File: src/verilog/icache_pkg.sv
// icache package with the address split, widths, bank geometry and controller states
`default_nettype none

package icache_pkg;

    // address split
    localparam int addr_w   = 32;
    localparam int tag_w    = 21;
    localparam int index_w  = 7;
    localparam int offset_w = 4;

    // line and word widths
    localparam int line_w = 128;
    localparam int word_w = 64;

    // data array geometry with two banks per way
    localparam int bank_depth  = 64;
    localparam int bank_addr_w = 6;

    // refill burst
    localparam int beats_per_line = 2;

    typedef struct packed {
        logic [tag_w-1:0] tag;
        logic             valid;
    } tagv_t;

    typedef enum logic [2:0] {
        st_idle   = 3'd0,
        st_read   = 3'd1,
        st_miss   = 3'd2,
        st_data   = 3'd3,
        st_refill = 3'd4
    } state_t;

endpackage

`default_nettype wire

File: src/verilog/entry_array.sv
// resettable entry array with one write port and a combinational read
`timescale 1ns/1ns
`default_nettype none

module entry_array #(
    parameter type entry_t = logic,
    parameter int  depth   = 128
) (
    input  wire                           clk,
    input  wire                           rst,
    input  wire                           i_wen,
    input  wire [icache_pkg::index_w-1:0] i_waddr,
    input  entry_t                        i_wdata,
    input  wire [icache_pkg::index_w-1:0] i_raddr,
    output entry_t                        o_rdata
);

    entry_t entries [depth];

    always_ff @(posedge clk) begin
        if (rst) begin
            for (int i = 0; i < depth; i++) begin
                entries[i] <= entry_t'(0);
            end
        end else if (i_wen) begin
            entries[i_waddr] <= i_wdata;
        end
    end

    assign o_rdata = entries[i_raddr];

endmodule

`default_nettype wire

File: config.mk
export PLATFORM = sky130hd
export DESIGN_NAME = entry_array
export DESIGN_NICKNAME = d
export VERILOG_FILES = /design/src/verilog/icache_pkg.sv /design/src/verilog/entry_array.sv
export SDC_FILE = /design/constraint.sdc
export NUM_CORES = 1
export LEC_CHECK = 0
export BUFFER_PORTS_ARGS = -buffer_cell sky130_fd_sc_hd__buf_2
export CORE_ASPECT_RATIO = 0.7
export CORE_UTILIZATION = 50
export CTS_BUF_LIST = sky130_fd_sc_hd__clkbuf_2
export DETAILED_ROUTE_END_ITERATION = 10
export HOLD_SLACK_MARGIN = 0.12
export PLACE_DENSITY = 0.72
export SETUP_SLACK_MARGIN = 0.5
export SLEW_MARGIN = 5
export SYNTH_ARGS = -nofsm -noshare
export SYNTH_HDL_FRONTEND = slang
export SYNTH_SLANG_ARGS = --single-unit
File: constraint.sdc
create_clock -name clk -period 3.5 [get_ports clk]
set_input_delay 0.525 -clock clk [delete_from_list [all_inputs] [get_ports clk]]
set_output_delay 0.525 -clock clk [all_outputs]
set_load 0.02 [all_outputs]
==> results.md <==
Global routing:
- The via count of the first global-routing pass is just under 5000.
- The initial antenna violation count is 0.
- Global routing finished with a remaining overflow of 0.
- Entering global routing, the biggest net connects slightly above 90 pins.
- Global routing consumed, over all layers together, 27.5% of the routing resources.
- The first-pass GRT wire length is around 28000 um.

Drt:
- The via density per instance is approximately 6.4.
- The post-detailed-routing wire length is ~18000 um.
- The via total after detailed routing is roughly 5000.
- For this block, the initial DRC count from the detailed router was ~580.
- The detail route stage leaves a number of antenna-violating nets equal to 0.
- For this run, the detailed router's first-pass iteration total came to 5.
- After detailed routing, the number of remaining DRC violations is 0.
- Dividing the detail-routed wire length by the instance count gives roughly 23 um.

Worst setup path:
- The critical path class is flip-flop to output pin.
- The largest driver fanout on the critical path is 1.
- STA classifies the critical path startpoint as a flip-flop.
- The required time at the worst-slack endpoint is roughly 3000 ps.
- The kind of end point of the critical path is an output pin.
- The data arrival time at the worst-slack endpoint is 2690 ps.

Clock network:
- For this design, the sink count on the clock tree is 128.
- The buffer levels on the longest clock path is 2.
- The TritonCTS clock tree is built.
- After clock tree synthesis, the clock-pin slew on the worst setup and hold paths is around 200 ps.
- The number of clock buffers added by TritonCTS is 17.
- For this design, the CTS-stage hold fixing added 0 buffers.
- The count of H-tree levels built during CTS is 4.
- The root buffer cell is sky130_fd_sc_hd__clkbuf_2.

Floorplanning:
- The die covers ~0.014 mm2.
- Measured along the x axis, the die boundary spans 143 um.
- The initial utilization of the core area, before any placement, comes to 52.1%.
- The initialized floorplan defines 35 standard-cell rows.
- 19 I/O pins were placed.
- The y dimension of the die is approximately 100 um.
- The core region is between 0.01 and 0.015 mm2.

Synthesis:
- The average instance in the mapped netlist occupies approximately 12 um2.
- The total of warnings raised by yosys is 0.
- The number of synthesized register bits is around 130.
- The number of flops mapped to enable cells by yosys is around 130.
- The register area share after synthesis is 55.1%.
- In the synthesized netlist the dominant register cell turns out to be sky130_fd_sc_hd__edfxtp_1.
- Synthesis produced a netlist with a net count of about 600.
- In this run the cell area of the synthesized design comes to roughly 0.007 mm2.
- The number of different library cells used by synthesis comes to 38.
- Synthesis produced between 500 and 600 cells.
- Of all flip-flops after synthesis, the portion carrying an async set or reset was 0%.

STA:
- The achievable frequency is about 310 MHz.
- The actual slew at the worst max-slew pin is ~1200 ps.
- On the final layout, the worst hold slack is approximately 260 ps.
- The minimum period implied by the final worst setup slack is around 3200 ps.
- In the finished design, the share of the clock period the worst path needs comes to ~90%.
- The max-slew violation count is 0.
- Setup repair after global routing could not meet its margin everywhere.
- The worst pin sits at a relative slew slack of between 20% and 30%.
- Setup violations remaining at the end of the flow were counted as 0.
- The final sum of negative setup slack is 0 ps.
- The final hold violation count is 0.

Min path:
- The tightest min-delay check is of the primary input to flip-flop type.

Finish:
- The antenna cell count is 0.
- In the final design database the tool counted around 610 nets.
- The largest registers in the layout are entries: 128 flops.
- Relative to the synthesized area, the layout overhead comes to 6.03%.
- Ranked by flip-flop count, first place goes to entries.
- Cells with a size suffix above 1 make up between 15 and 20% of the layout.
- The flip-flop count of the largest register after layout is about 130.

Outcome:
- The flow ran to the end, and the final reports show no timing, DRC or antenna violations.

Placement:
- The last weighted congestion value of the routability-driven placer is 0.854.
- Buffers placed on the I/O ports in this run total 18.
- The half-perimeter wire length after placement is roughly 12000 um.

Power and ir drop:
- Summed over all cells, the static leakage comes to ~2.6 nW.
- IR analysis of the VDD net gives a maximum drop of ~0.00026 V.
- The areal power density over the cells is a little over 400 mW/mm2.

Flow run:
- Max-cap violations in this run came to 0.
-- metal layers --
| layer | track usage, % | up-vias | part of all wire [%] |
|---|---|---|---|
| met5 | 0 | - | 0 |
| met4 | 7.20 | 0 | 1.5 |
| met3 | 7.89 | 28 | 10 |
| met2 | 40.8 | 261 | 45 |
| met1 | 39.6 | 2521 | 43 |
| li1 | - | 2184 | - |
-- report_power, final --
group	total, W	switching [W]	internal [W]
logic	0.000343	0.000196	0.000146
registers	0.00178	0.0000220	0.00176
clock network	0.000872	0.000559	0.000313
-- worst max-delay path: stages (launching register included) --
cell and delay [ps]:
sky130_fd_sc_hd__edfxtp_1 430, sky130_fd_sc_hd__mux4_2 470, sky130_fd_sc_hd__mux4_2 520, sky130_fd_sc_hd__a32oi_2 220, sky130_fd_sc_hd__nand4_1 170, sky130_fd_sc_hd__buf_4 200
-- layout make-up --
type | count | area [um2]
clock buffer | 18 | 90.1
timing repair buffer | 34 | 218
inverter | 1 | 3.75
tap | 185 | 231
clock inverter | 13 | 123
sequential | 128 | 3840
fill | 1153 | 6000
multi-input combinational | 406 | 2890
-- cells in the mapped netlist (3+ instances only) --
cell type	n	share of area [%]
sky130_fd_sc_hd__mux4_1	7	2.6
sky130_fd_sc_hd__a31o_2	5	0.63
sky130_fd_sc_hd__buf_2	4	0.29
sky130_fd_sc_hd__o21bai_1	50	5.4
sky130_fd_sc_hd__or3_1	4	0.36
sky130_fd_sc_hd__nand2b_1	7	0.63
sky130_fd_sc_hd__mux4_2	26	8.4
sky130_fd_sc_hd__nor2_1	139	7.5
sky130_fd_sc_hd__a21o_1	72	7.7
sky130_fd_sc_hd__nor2b_1	9	0.81
sky130_fd_sc_hd__clkbuf_1	47	2.5
sky130_fd_sc_hd__nand3_1	11	0.79
sky130_fd_sc_hd__or2_2	3	0.27
sky130_fd_sc_hd__mux2i_1	8	1.1
sky130_fd_sc_hd__nor3_1	12	0.86
sky130_fd_sc_hd__edfxtp_1	128	55
sky130_fd_sc_hd__nor4_1	5	0.45
sky130_fd_sc_hd__nand4_1	3	0.27
sky130_fd_sc_hd__nand2_1	25	1.3
sky130_fd_sc_hd__buf_4	3	0.32
-- final timing paths --
path / startpoint / to / slack, ps / depth (start not counted)
worst max-delay path: entries[21] / o_rdata / 290 / 5
worst min-delay path: i_wen / entries[65] / 260 / 2
-- cells in the final DEF (no fill, tap or decap), types with 3 or more instances in the layout --
cell	instances
sky130_fd_sc_hd__nor2_1	139
sky130_fd_sc_hd__buf_2	15
sky130_fd_sc_hd__nand2_1	25
sky130_fd_sc_hd__nor3_1	12
sky130_fd_sc_hd__nor4_1	5
sky130_fd_sc_hd__clkinvlp_4	4
sky130_fd_sc_hd__a31o_2	5
sky130_fd_sc_hd__o21bai_1	50
sky130_fd_sc_hd__buf_4	19
sky130_fd_sc_hd__clkbuf_2	18
sky130_fd_sc_hd__edfxtp_1	128
sky130_fd_sc_hd__mux2i_1	8
sky130_fd_sc_hd__clkinv_2	5
sky130_fd_sc_hd__nand3_1	11
sky130_fd_sc_hd__nor2b_1	9
sky130_fd_sc_hd__or3_1	4
sky130_fd_sc_hd__mux4_2	28
sky130_fd_sc_hd__nand4_1	3
sky130_fd_sc_hd__mux4_1	5
sky130_fd_sc_hd__nand2b_1	7
sky130_fd_sc_hd__or2_2	3
sky130_fd_sc_hd__a21o_1	72
-- cell families after synthesis --
group	Yosys count	share of synthesized area (%)
AO/OA/AOI/OAI	136	14.8
buffers and inverters	57	3.52
flip-flops	128	55.1
multiplexers	41	12.2
AND/OR/NAND/NOR	229	14.4
-- stage by stage --
| stage | instances | cell area, um2 | total power [W] | utilization [%] | worst slack [ps] |
|---|---|---|---|---|---|
| 6_report | 785 | 7400 | 0.00299 | 55.2 | 286 |
| 5_1_grt | 785 | 7400 | 0.00310 | 55.2 | 182 |
| 4_1_cts | 785 | 7400 | 0.00299 | 55.2 | 279 |
| 3_5_place_dp | 754 | 7180 | 0.00215 | 53.6 | 235 |
| 3_3_place_gp | 754 | 7180 | 0.00214 | 53.6 | 240 |
| 2_1_floorplan | 591 | 6980 | 0.00206 | - | 921 |
-- repair_timing --
item | 4_1_cts | 5_1_grt
buffers inserted | 0 | 0
gates resized for setup | 5 | 0
pin swaps | 2 | 1
setup endpoints to repair | 1 | 1
Power figures use the tool's default switching activity.
