`config.mk`:
```
export PLATFORM = sky130hd
export DESIGN_NAME = icache_ctrl
export DESIGN_NICKNAME = d
export VERILOG_FILES = /design/src/verilog/icache_pkg.sv /design/src/verilog/icache_ctrl.sv
export SDC_FILE = /design/constraint.sdc
export NUM_CORES = 1
export LEC_CHECK = 0
export BUFFER_PORTS_ARGS = -buffer_cell sky130_fd_sc_hd__buf_2
export CORE_AREA = 2 2 367 369
export CTS_BUF_LIST = sky130_fd_sc_hd__clkbuf_4
export DETAILED_ROUTE_END_ITERATION = 6
export DIE_AREA = 0 0 369 371
export GPL_ROUTABILITY_DRIVEN = 0
export PLACE_DENSITY = 0.3
export SYNTH_ARGS = -nofsm -noshare
export SYNTH_HDL_FRONTEND = slang
export SYNTH_SLANG_ARGS = --single-unit
```
`constraint.sdc`:
```
create_clock -name clk -period 7.22 [get_ports clk]
set_clock_uncertainty 0.15 [all_clocks]
set_input_delay 1.805 -clock clk [delete_from_list [all_inputs] [get_ports clk]]
set_output_delay 1.805 -clock clk [all_outputs]
set_load 0.03 [all_outputs]
```
`src/verilog/icache_pkg.sv`:
```
// icache package with the address split, widths, bank geometry and controller states
`default_nettype none

package icache_pkg;

    // address split
    localparam int addr_w   = 32;
    localparam int tag_w    = 21;
    localparam int index_w  = 7;
    localparam int offset_w = 4;

    // line and word widths
    localparam int line_w = 128;
    localparam int word_w = 64;

    // data array geometry with two banks per way
    localparam int bank_depth  = 64;
    localparam int bank_addr_w = 6;

    // refill burst
    localparam int beats_per_line = 2;

    typedef struct packed {
        logic [tag_w-1:0] tag;
        logic             valid;
    } tagv_t;

    typedef enum logic [2:0] {
        st_idle   = 3'd0,
        st_read   = 3'd1,
        st_miss   = 3'd2,
        st_data   = 3'd3,
        st_refill = 3'd4
    } state_t;

endpackage

`default_nettype wire

```
`src/verilog/icache_ctrl.sv`:
```
// icache controller for tag compare, replacement, miss FSM, refill and data array control
`timescale 1ns/1ns
`default_nettype none

module icache_ctrl (
    input  wire                                      clk,
    input  wire                                      rst,
    // fetch side
    input  wire                                      i_req,
    input  wire [icache_pkg::addr_w-1:0]             i_addr,
    output logic                                     o_ready,
    output logic                                     o_valid,
    output logic [icache_pkg::word_w-1:0]            o_rdata,
    // burst read port
    output logic                                     o_rd_req,
    output logic [icache_pkg::addr_w-1:0]            o_rd_addr,
    input  wire                                      i_rd_ready,
    input  wire [icache_pkg::word_w-1:0]             i_rdata,
    input  wire                                      i_rvalid,
    input  wire                                      i_rlast,
    // tag/valid arrays
    output logic [1:0]                               o_tagv_wen,
    output logic [icache_pkg::index_w-1:0]           o_tagv_windex,
    output icache_pkg::tagv_t                        o_tagv_wdata,
    input  icache_pkg::tagv_t                        i_tagv0,
    input  icache_pkg::tagv_t                        i_tagv1,
    // recently-used array
    output logic                                     o_ru_wen,
    output logic                                     o_ru_way,
    input  wire                                      i_ru_way,
    // data banks
    output logic [3:0]                               o_bank_cen,
    output logic [3:0]                               o_bank_wen,
    output logic [3:0][icache_pkg::bank_addr_w-1:0]  o_bank_addr,
    output logic [icache_pkg::line_w-1:0]            o_bank_wdata,
    input  wire  [3:0][icache_pkg::line_w-1:0]       i_bank_rdata,
    // statistics
    output logic                                     o_hit_pulse,
    output logic                                     o_req_pulse
);

    icache_pkg::state_t state;
    icache_pkg::state_t state_nxt;

    logic [icache_pkg::tag_w-1:0]   tag_i;
    logic [icache_pkg::index_w-1:0] index_i;
    logic                           hit_way0;
    logic                           hit_way1;
    logic                           hit;
    logic                           refill_way;
    logic                           accept;

    // request buffer
    logic [icache_pkg::addr_w-1:0]  addr_r;
    logic                           hit_way1_r;
    logic                           refill_way_r;
    logic [icache_pkg::index_w-1:0] index_r;
    logic                           word_sel;

    logic [$clog2(icache_pkg::beats_per_line)-1:0]                 beat_cnt;
    logic [icache_pkg::beats_per_line-1:0][icache_pkg::word_w-1:0] line_buf;
    logic [icache_pkg::beats_per_line-1:0][icache_pkg::word_w-1:0] hit_line;

    logic [3:0]                     bank_rd;
    logic [3:0]                     bank_wr;

    assign tag_i   = i_addr[icache_pkg::addr_w-1 -: icache_pkg::tag_w];
    assign index_i = i_addr[icache_pkg::offset_w +: icache_pkg::index_w];

    assign hit_way0 = i_tagv0.valid && (i_tagv0.tag == tag_i);
    assign hit_way1 = i_tagv1.valid && (i_tagv1.tag == tag_i);
    assign hit      = hit_way0 || hit_way1;

    // fill an invalid way first (way 0 before way 1) or else the least recently used
    assign refill_way = (i_tagv0.valid && i_tagv1.valid) ? ~i_ru_way : i_tagv0.valid;

    assign o_ready = (state == icache_pkg::st_idle) || (state == icache_pkg::st_read);
    assign accept  = i_req && o_ready;

    assign o_req_pulse = accept;
    assign o_hit_pulse = accept && hit;

    always_ff @(posedge clk) begin
        if (accept) begin
            addr_r       <= i_addr;
            hit_way1_r   <= hit_way1;
            refill_way_r <= refill_way;
        end
    end

    assign index_r  = addr_r[icache_pkg::offset_w +: icache_pkg::index_w];
    assign word_sel = addr_r[icache_pkg::offset_w-1];

    always_ff @(posedge clk) begin
        if (rst) begin
            state <= icache_pkg::st_idle;
        end else begin
            state <= state_nxt;
        end
    end

    always_comb begin
        state_nxt = state;
        case (state)
            icache_pkg::st_idle, icache_pkg::st_read: begin
                if (accept) begin
                    state_nxt = hit ? icache_pkg::st_read : icache_pkg::st_miss;
                end else begin
                    state_nxt = icache_pkg::st_idle;
                end
            end
            icache_pkg::st_miss: begin
                if (i_rd_ready) begin
                    state_nxt = icache_pkg::st_data;
                end
            end
            icache_pkg::st_data: begin
                if (i_rvalid && i_rlast) begin
                    state_nxt = icache_pkg::st_refill;
                end
            end
            icache_pkg::st_refill: state_nxt = icache_pkg::st_idle;
            default:               state_nxt = icache_pkg::st_idle;
        endcase
    end

    // line fetch
    assign o_rd_req  = (state == icache_pkg::st_miss);
    assign o_rd_addr = {addr_r[icache_pkg::addr_w-1:icache_pkg::offset_w],
                        {icache_pkg::offset_w{1'b0}}};

    always_ff @(posedge clk) begin
        if (rst || (o_rd_req && i_rd_ready)) begin
            beat_cnt <= '0;
        end else if ((state == icache_pkg::st_data) && i_rvalid) begin
            beat_cnt <= beat_cnt + 1'b1;
        end
    end

    // beat 0 lands in the low half
    always_ff @(posedge clk) begin
        if ((state == icache_pkg::st_data) && i_rvalid) begin
            line_buf[beat_cnt] <= i_rdata;
        end
    end

    // response word
    assign hit_line = hit_way1_r ? i_bank_rdata[{1'b1, index_r[icache_pkg::index_w-1]}]
                                 : i_bank_rdata[{1'b0, index_r[icache_pkg::index_w-1]}];

    always_comb begin
        o_valid = 1'b0;
        o_rdata = hit_line[word_sel];
        if (state == icache_pkg::st_read) begin
            o_valid = 1'b1;
        end else if (state == icache_pkg::st_refill) begin
            o_valid = 1'b1;
            o_rdata = line_buf[word_sel];
        end
    end

    // tag/valid update on refill
    assign o_tagv_windex = index_r;
    assign o_tagv_wdata  = '{tag:   addr_r[icache_pkg::addr_w-1 -: icache_pkg::tag_w],
                             valid: 1'b1};
    assign o_tagv_wen[0] = (state == icache_pkg::st_refill) && !refill_way_r;
    assign o_tagv_wen[1] = (state == icache_pkg::st_refill) && refill_way_r;

    // way used by this request
    assign o_ru_wen = accept;
    assign o_ru_way = hit ? hit_way1 : refill_way;

    // bank number is {way, index msb}
    assign bank_rd = {4{accept}}
                   & {index_i[icache_pkg::index_w-1], ~index_i[icache_pkg::index_w-1],
                      index_i[icache_pkg::index_w-1], ~index_i[icache_pkg::index_w-1]};
    assign bank_wr = {4{state == icache_pkg::st_refill}}
                   & (4'b0001 << {refill_way_r, index_r[icache_pkg::index_w-1]});

    always_comb begin
        for (int b = 0; b < 4; b++) begin
            o_bank_cen[b]  = bank_rd[b] || bank_wr[b];
            o_bank_wen[b]  = bank_wr[b];
            o_bank_addr[b] = bank_wr[b] ? index_r[icache_pkg::bank_addr_w-1:0]
                                        : index_i[icache_pkg::bank_addr_w-1:0];
        end
    end

    assign o_bank_wdata = line_buf;

endmodule

`default_nettype wire

```
==> impl_metrics.py <==
metrics = {
    "route": {
        "drc": 0,
        "viasPerCell": 3.10,
        "route.vias.total": 10100,
        "wl_um": 74500,
        "ant_nets": 0,
        "dr.pass1.iters": 5,
        "drt-initial-drc-count": 496,
        "wire_per_inst_um": 22.9,
    },
    "timing": {
        "timing.slew.headroom_pct": 17.2,
        "fmax_mhz": 179,
        "finalHoldViolations": 0,
        "worstMarginPinSlew_ps": 1240,
        "layout_min_cycle_time_ps": 5570,
        "rsz0062_at_grt": "false",
        "final-max-slew-violation-count": 0,
        "setup_viol": 0,
        "setup_tns_ps": 0,
        "min_period_over_period_pct": 77.2,
    },
    "logic_synthesis": {
        "synth-simple-area-share_pct": 1.97,
        "netlist_instances": 584,
        "synth_top_area_share_pct": 44.0,
        "synth_xor_area_share_pct": 3.55,
        "synth.avg_cell_area_um2": 18.6,
        "synthFlopType": "edfxtp_1",
        "yosysWarnings": 0,
        "ys_ff_latch": 163,
        "yosysTopAreaCell": "edfxtp_1",
        "netlist_area_um2": 10900,
        "synth_cell_type_count": 35,
        "synth_top_family_by_area": "multiplexers",
        "synth_compound_area_share_pct": 0.680,
        "ys_async_sr_fraction_pct": 0,
        "yosysSeqAreaShare_pct": 44.7,
        "synth-edff-count": 159,
        "synth-adder-area-share_pct": 0,
        "synthMuxAreaShare_pct": 42.3,
        "synth_area_leaders": "edfxtp_1, mux4_2, buf_4, xnor2_1, mux2_2",
    },
    "final_layout": {
        "syn2layout_area_growth_pct": 61.7,
        "final_common_cell": "buf_2",
        "fin_cells": 3248,
        "final_cell_mix": "buf_2, mux4_2, edfxtp_1",
        "fillers": 15100,
        "nets": 2117,
        "drive_gt1_share_pct": 81.8,
    },
    "critical_path": {
        "cp_max_fo": 25,
        "r2r_start": "state[2]",
        "cp.required_ps": 5270,
        "critPathKind": "reg -> out",
        "end_kind": "primary output",
        "cp-start-kind": "register",
        "crit_start": "addr_r[3]",
        "cp.arrival_ps": 3620,
    },
    "pwr": {
        "p_leak_nw": 7.04,
        "p_int_mw": 1.65,
        "powerDensity_nw_per_um2": 151,
        "clockPowerShare_pct": 23.5,
        "swShare_pct": 37.6,
        "vdd_drop_max_mv": 0.109,
        "p_comb_share_pct": 35.7,
        "seqPwrFrac_pct": 40.8,
        "switchingPower_mw": 0.996,
    },
    "clock_network": {
        "clk_latency_ps": 800,
        "clock_path_buffers": 2,
        "cts_setup_buffers": 0,
        "cts.clk_slew.worst_paths_ps": 150,
        "h-tree-depth": 4,
        "ctsHoldBuffers": 0,
        "cts_tree": "built",
        "cts_root_buf": "clkbuf_4",
        "post_cts_resized": 0,
        "numCtsBuffers": 17,
        "cts_num_sinks": 163,
    },
    "global_routing": {
        "busiest_layer": "met2",
        "grt_pass1_wl_um": 95300,
        "track_usage_pct": 10.4,
        "grt_use_met2_pct": 18.7,
        "use_met3_pct": 3.22,
        "gr-total-overflow": 0,
        "grt_max_degree": 68,
        "antenna_found_initial": 25,
        "grt_pass1_vias": 11200,
        "grt_util_met1_pct": 11.6,
    },
    "status": {
        "status": "complete, no violations",
    },
    "placed_design": {
        "portBuffers": 944,
        "place_hpwl_um": 65000,
        "place_inst": 3207,
    },
    "hold_path": {
        "hp-class": "reg -> reg",
        "hold_start": "state[2]",
    },
    "floorplan": {
        "io_pins": 953,
        "die_area_um2": 137000,
        "num_rows": 134,
        "initial_core_util_pct": 8.18,
        "core-area_um2": 133000,
        "die_h_um": 371,
        "die_w_um": 369,
    },
    "run": {
        "drv_cap": 0,
    },
}
==> area by class of cell <==
class | count | area, um2 | area share (%)
Timing Repair Buffer | 958 | 4870 | 27.7
Tap cell | 1768 | 2210 | 12.6
Antenna cell | 9 | 22.5 | 0.128
Multi-Input combinational cell | 313 | 5300 | 30.2
Sequential cell | 163 | 4850 | 27.6
Clock buffer | 18 | 135 | 0.770
Inverter | 5 | 18.8 | 0.107
Clock inverter | 14 | 146 | 0.834
==> registers in the layout, summed over array words and instances, names as in the netlist <==
name	count
o_bank_wdata	128
addr_r	29
state	3
beat_cnt	1
hit_way1_r	1
refill_way_r	1
==> power by group through the flow <==
stage | Combinational [mW] | Sequential (mW) | Clock [mW]
3_5_place_dp | 0.971 | 1.10 | 0
2_1_floorplan | 0.529 | 1.09 | 0
3_3_place_gp | 0.971 | 1.10 | 0
4_1_cts | 0.977 | 1.08 | 0.689
6_report | 0.945 | 1.08 | 0.621
5_1_grt | 1.01 | 1.08 | 0.716
==> worst max-delay path, stage by stage, from the launching register on <==
cell,delay [ps]
edfxtp_1,1200
buf_4,650
mux4_2,680
buf_2,230
==> per-layer routing <==
layer	up-vias	part of all wire [%]
li1	4220	-
met1	5128	38
met2	619	52
met3	79	7.5
met4	14	2.6
met5	-	0.12
==> cells in the mapped netlist, types with 2 or more instances <==
| library cell | count |
|---|---|
| a21o_1 | 2 |
| nand4_1 | 8 |
| nor2_1 | 8 |
| buf_1 | 16 |
| xor2_1 | 8 |
| mux4_2 | 192 |
| xnor2_1 | 36 |
| mux2_1 | 6 |
| and3_1 | 2 |
| inv_1 | 5 |
| conb_1 | 2 |
| buf_6 | 9 |
| nor4_1 | 4 |
| nand2_1 | 8 |
| mux2_2 | 18 |
| clkbuf_1 | 9 |
| dfxtp_1 | 4 |
| buf_4 | 62 |
| buf_2 | 10 |
| nor3b_1 | 2 |
| edfxtp_1 | 159 |
==> through the flow <==
| stage | power, mW | hold WS [ps] | cell area, um2 | setup WS (ps) | utilization [%] |
|---|---|---|---|---|---|
| after floorplan | 1.62 | 406 | 10900 | 1890 | - |
| after global placement | 2.07 | 453 | 17300 | 1490 | 13.0 |
| after detailed placement | 2.07 | 475 | 17300 | 1490 | 13.0 |
| after CTS | 2.75 | 497 | 17500 | 1270 | 13.2 |
| after global routing | 2.80 | 577 | 17600 | 1240 | 13.2 |
| final | 2.65 | 493 | 17600 | 1650 | 13.2 |
==> cells by family (layout without fill, tap and decap cells) <==
family | count (synthesis) | after routing
multiplexers | 216 | 216
flip-flops | 163 | 163
buffers and inverters | 111 | 995
XOR/XNOR | 44 | 44
AND/OR/NAND/NOR | 38 | 38
AO/OA/AOI/OAI | 10 | 10
other | 2 | 14
==> path summary, 6_finish.rpt <==
| check | endpoint | slack, ps | cells after the start |
|---|---|---|---|
| setup / recovery | o_rdata[44] | 1650 | 3 |
| hold / removal | state[0] | 490 | 1 |
| setup reg to reg | hit_way1_r | 4980 | 4 |
| hold reg to reg | state[0] | 490 | 1 |
No activity file was read; power rests on OpenSTA's default activity.
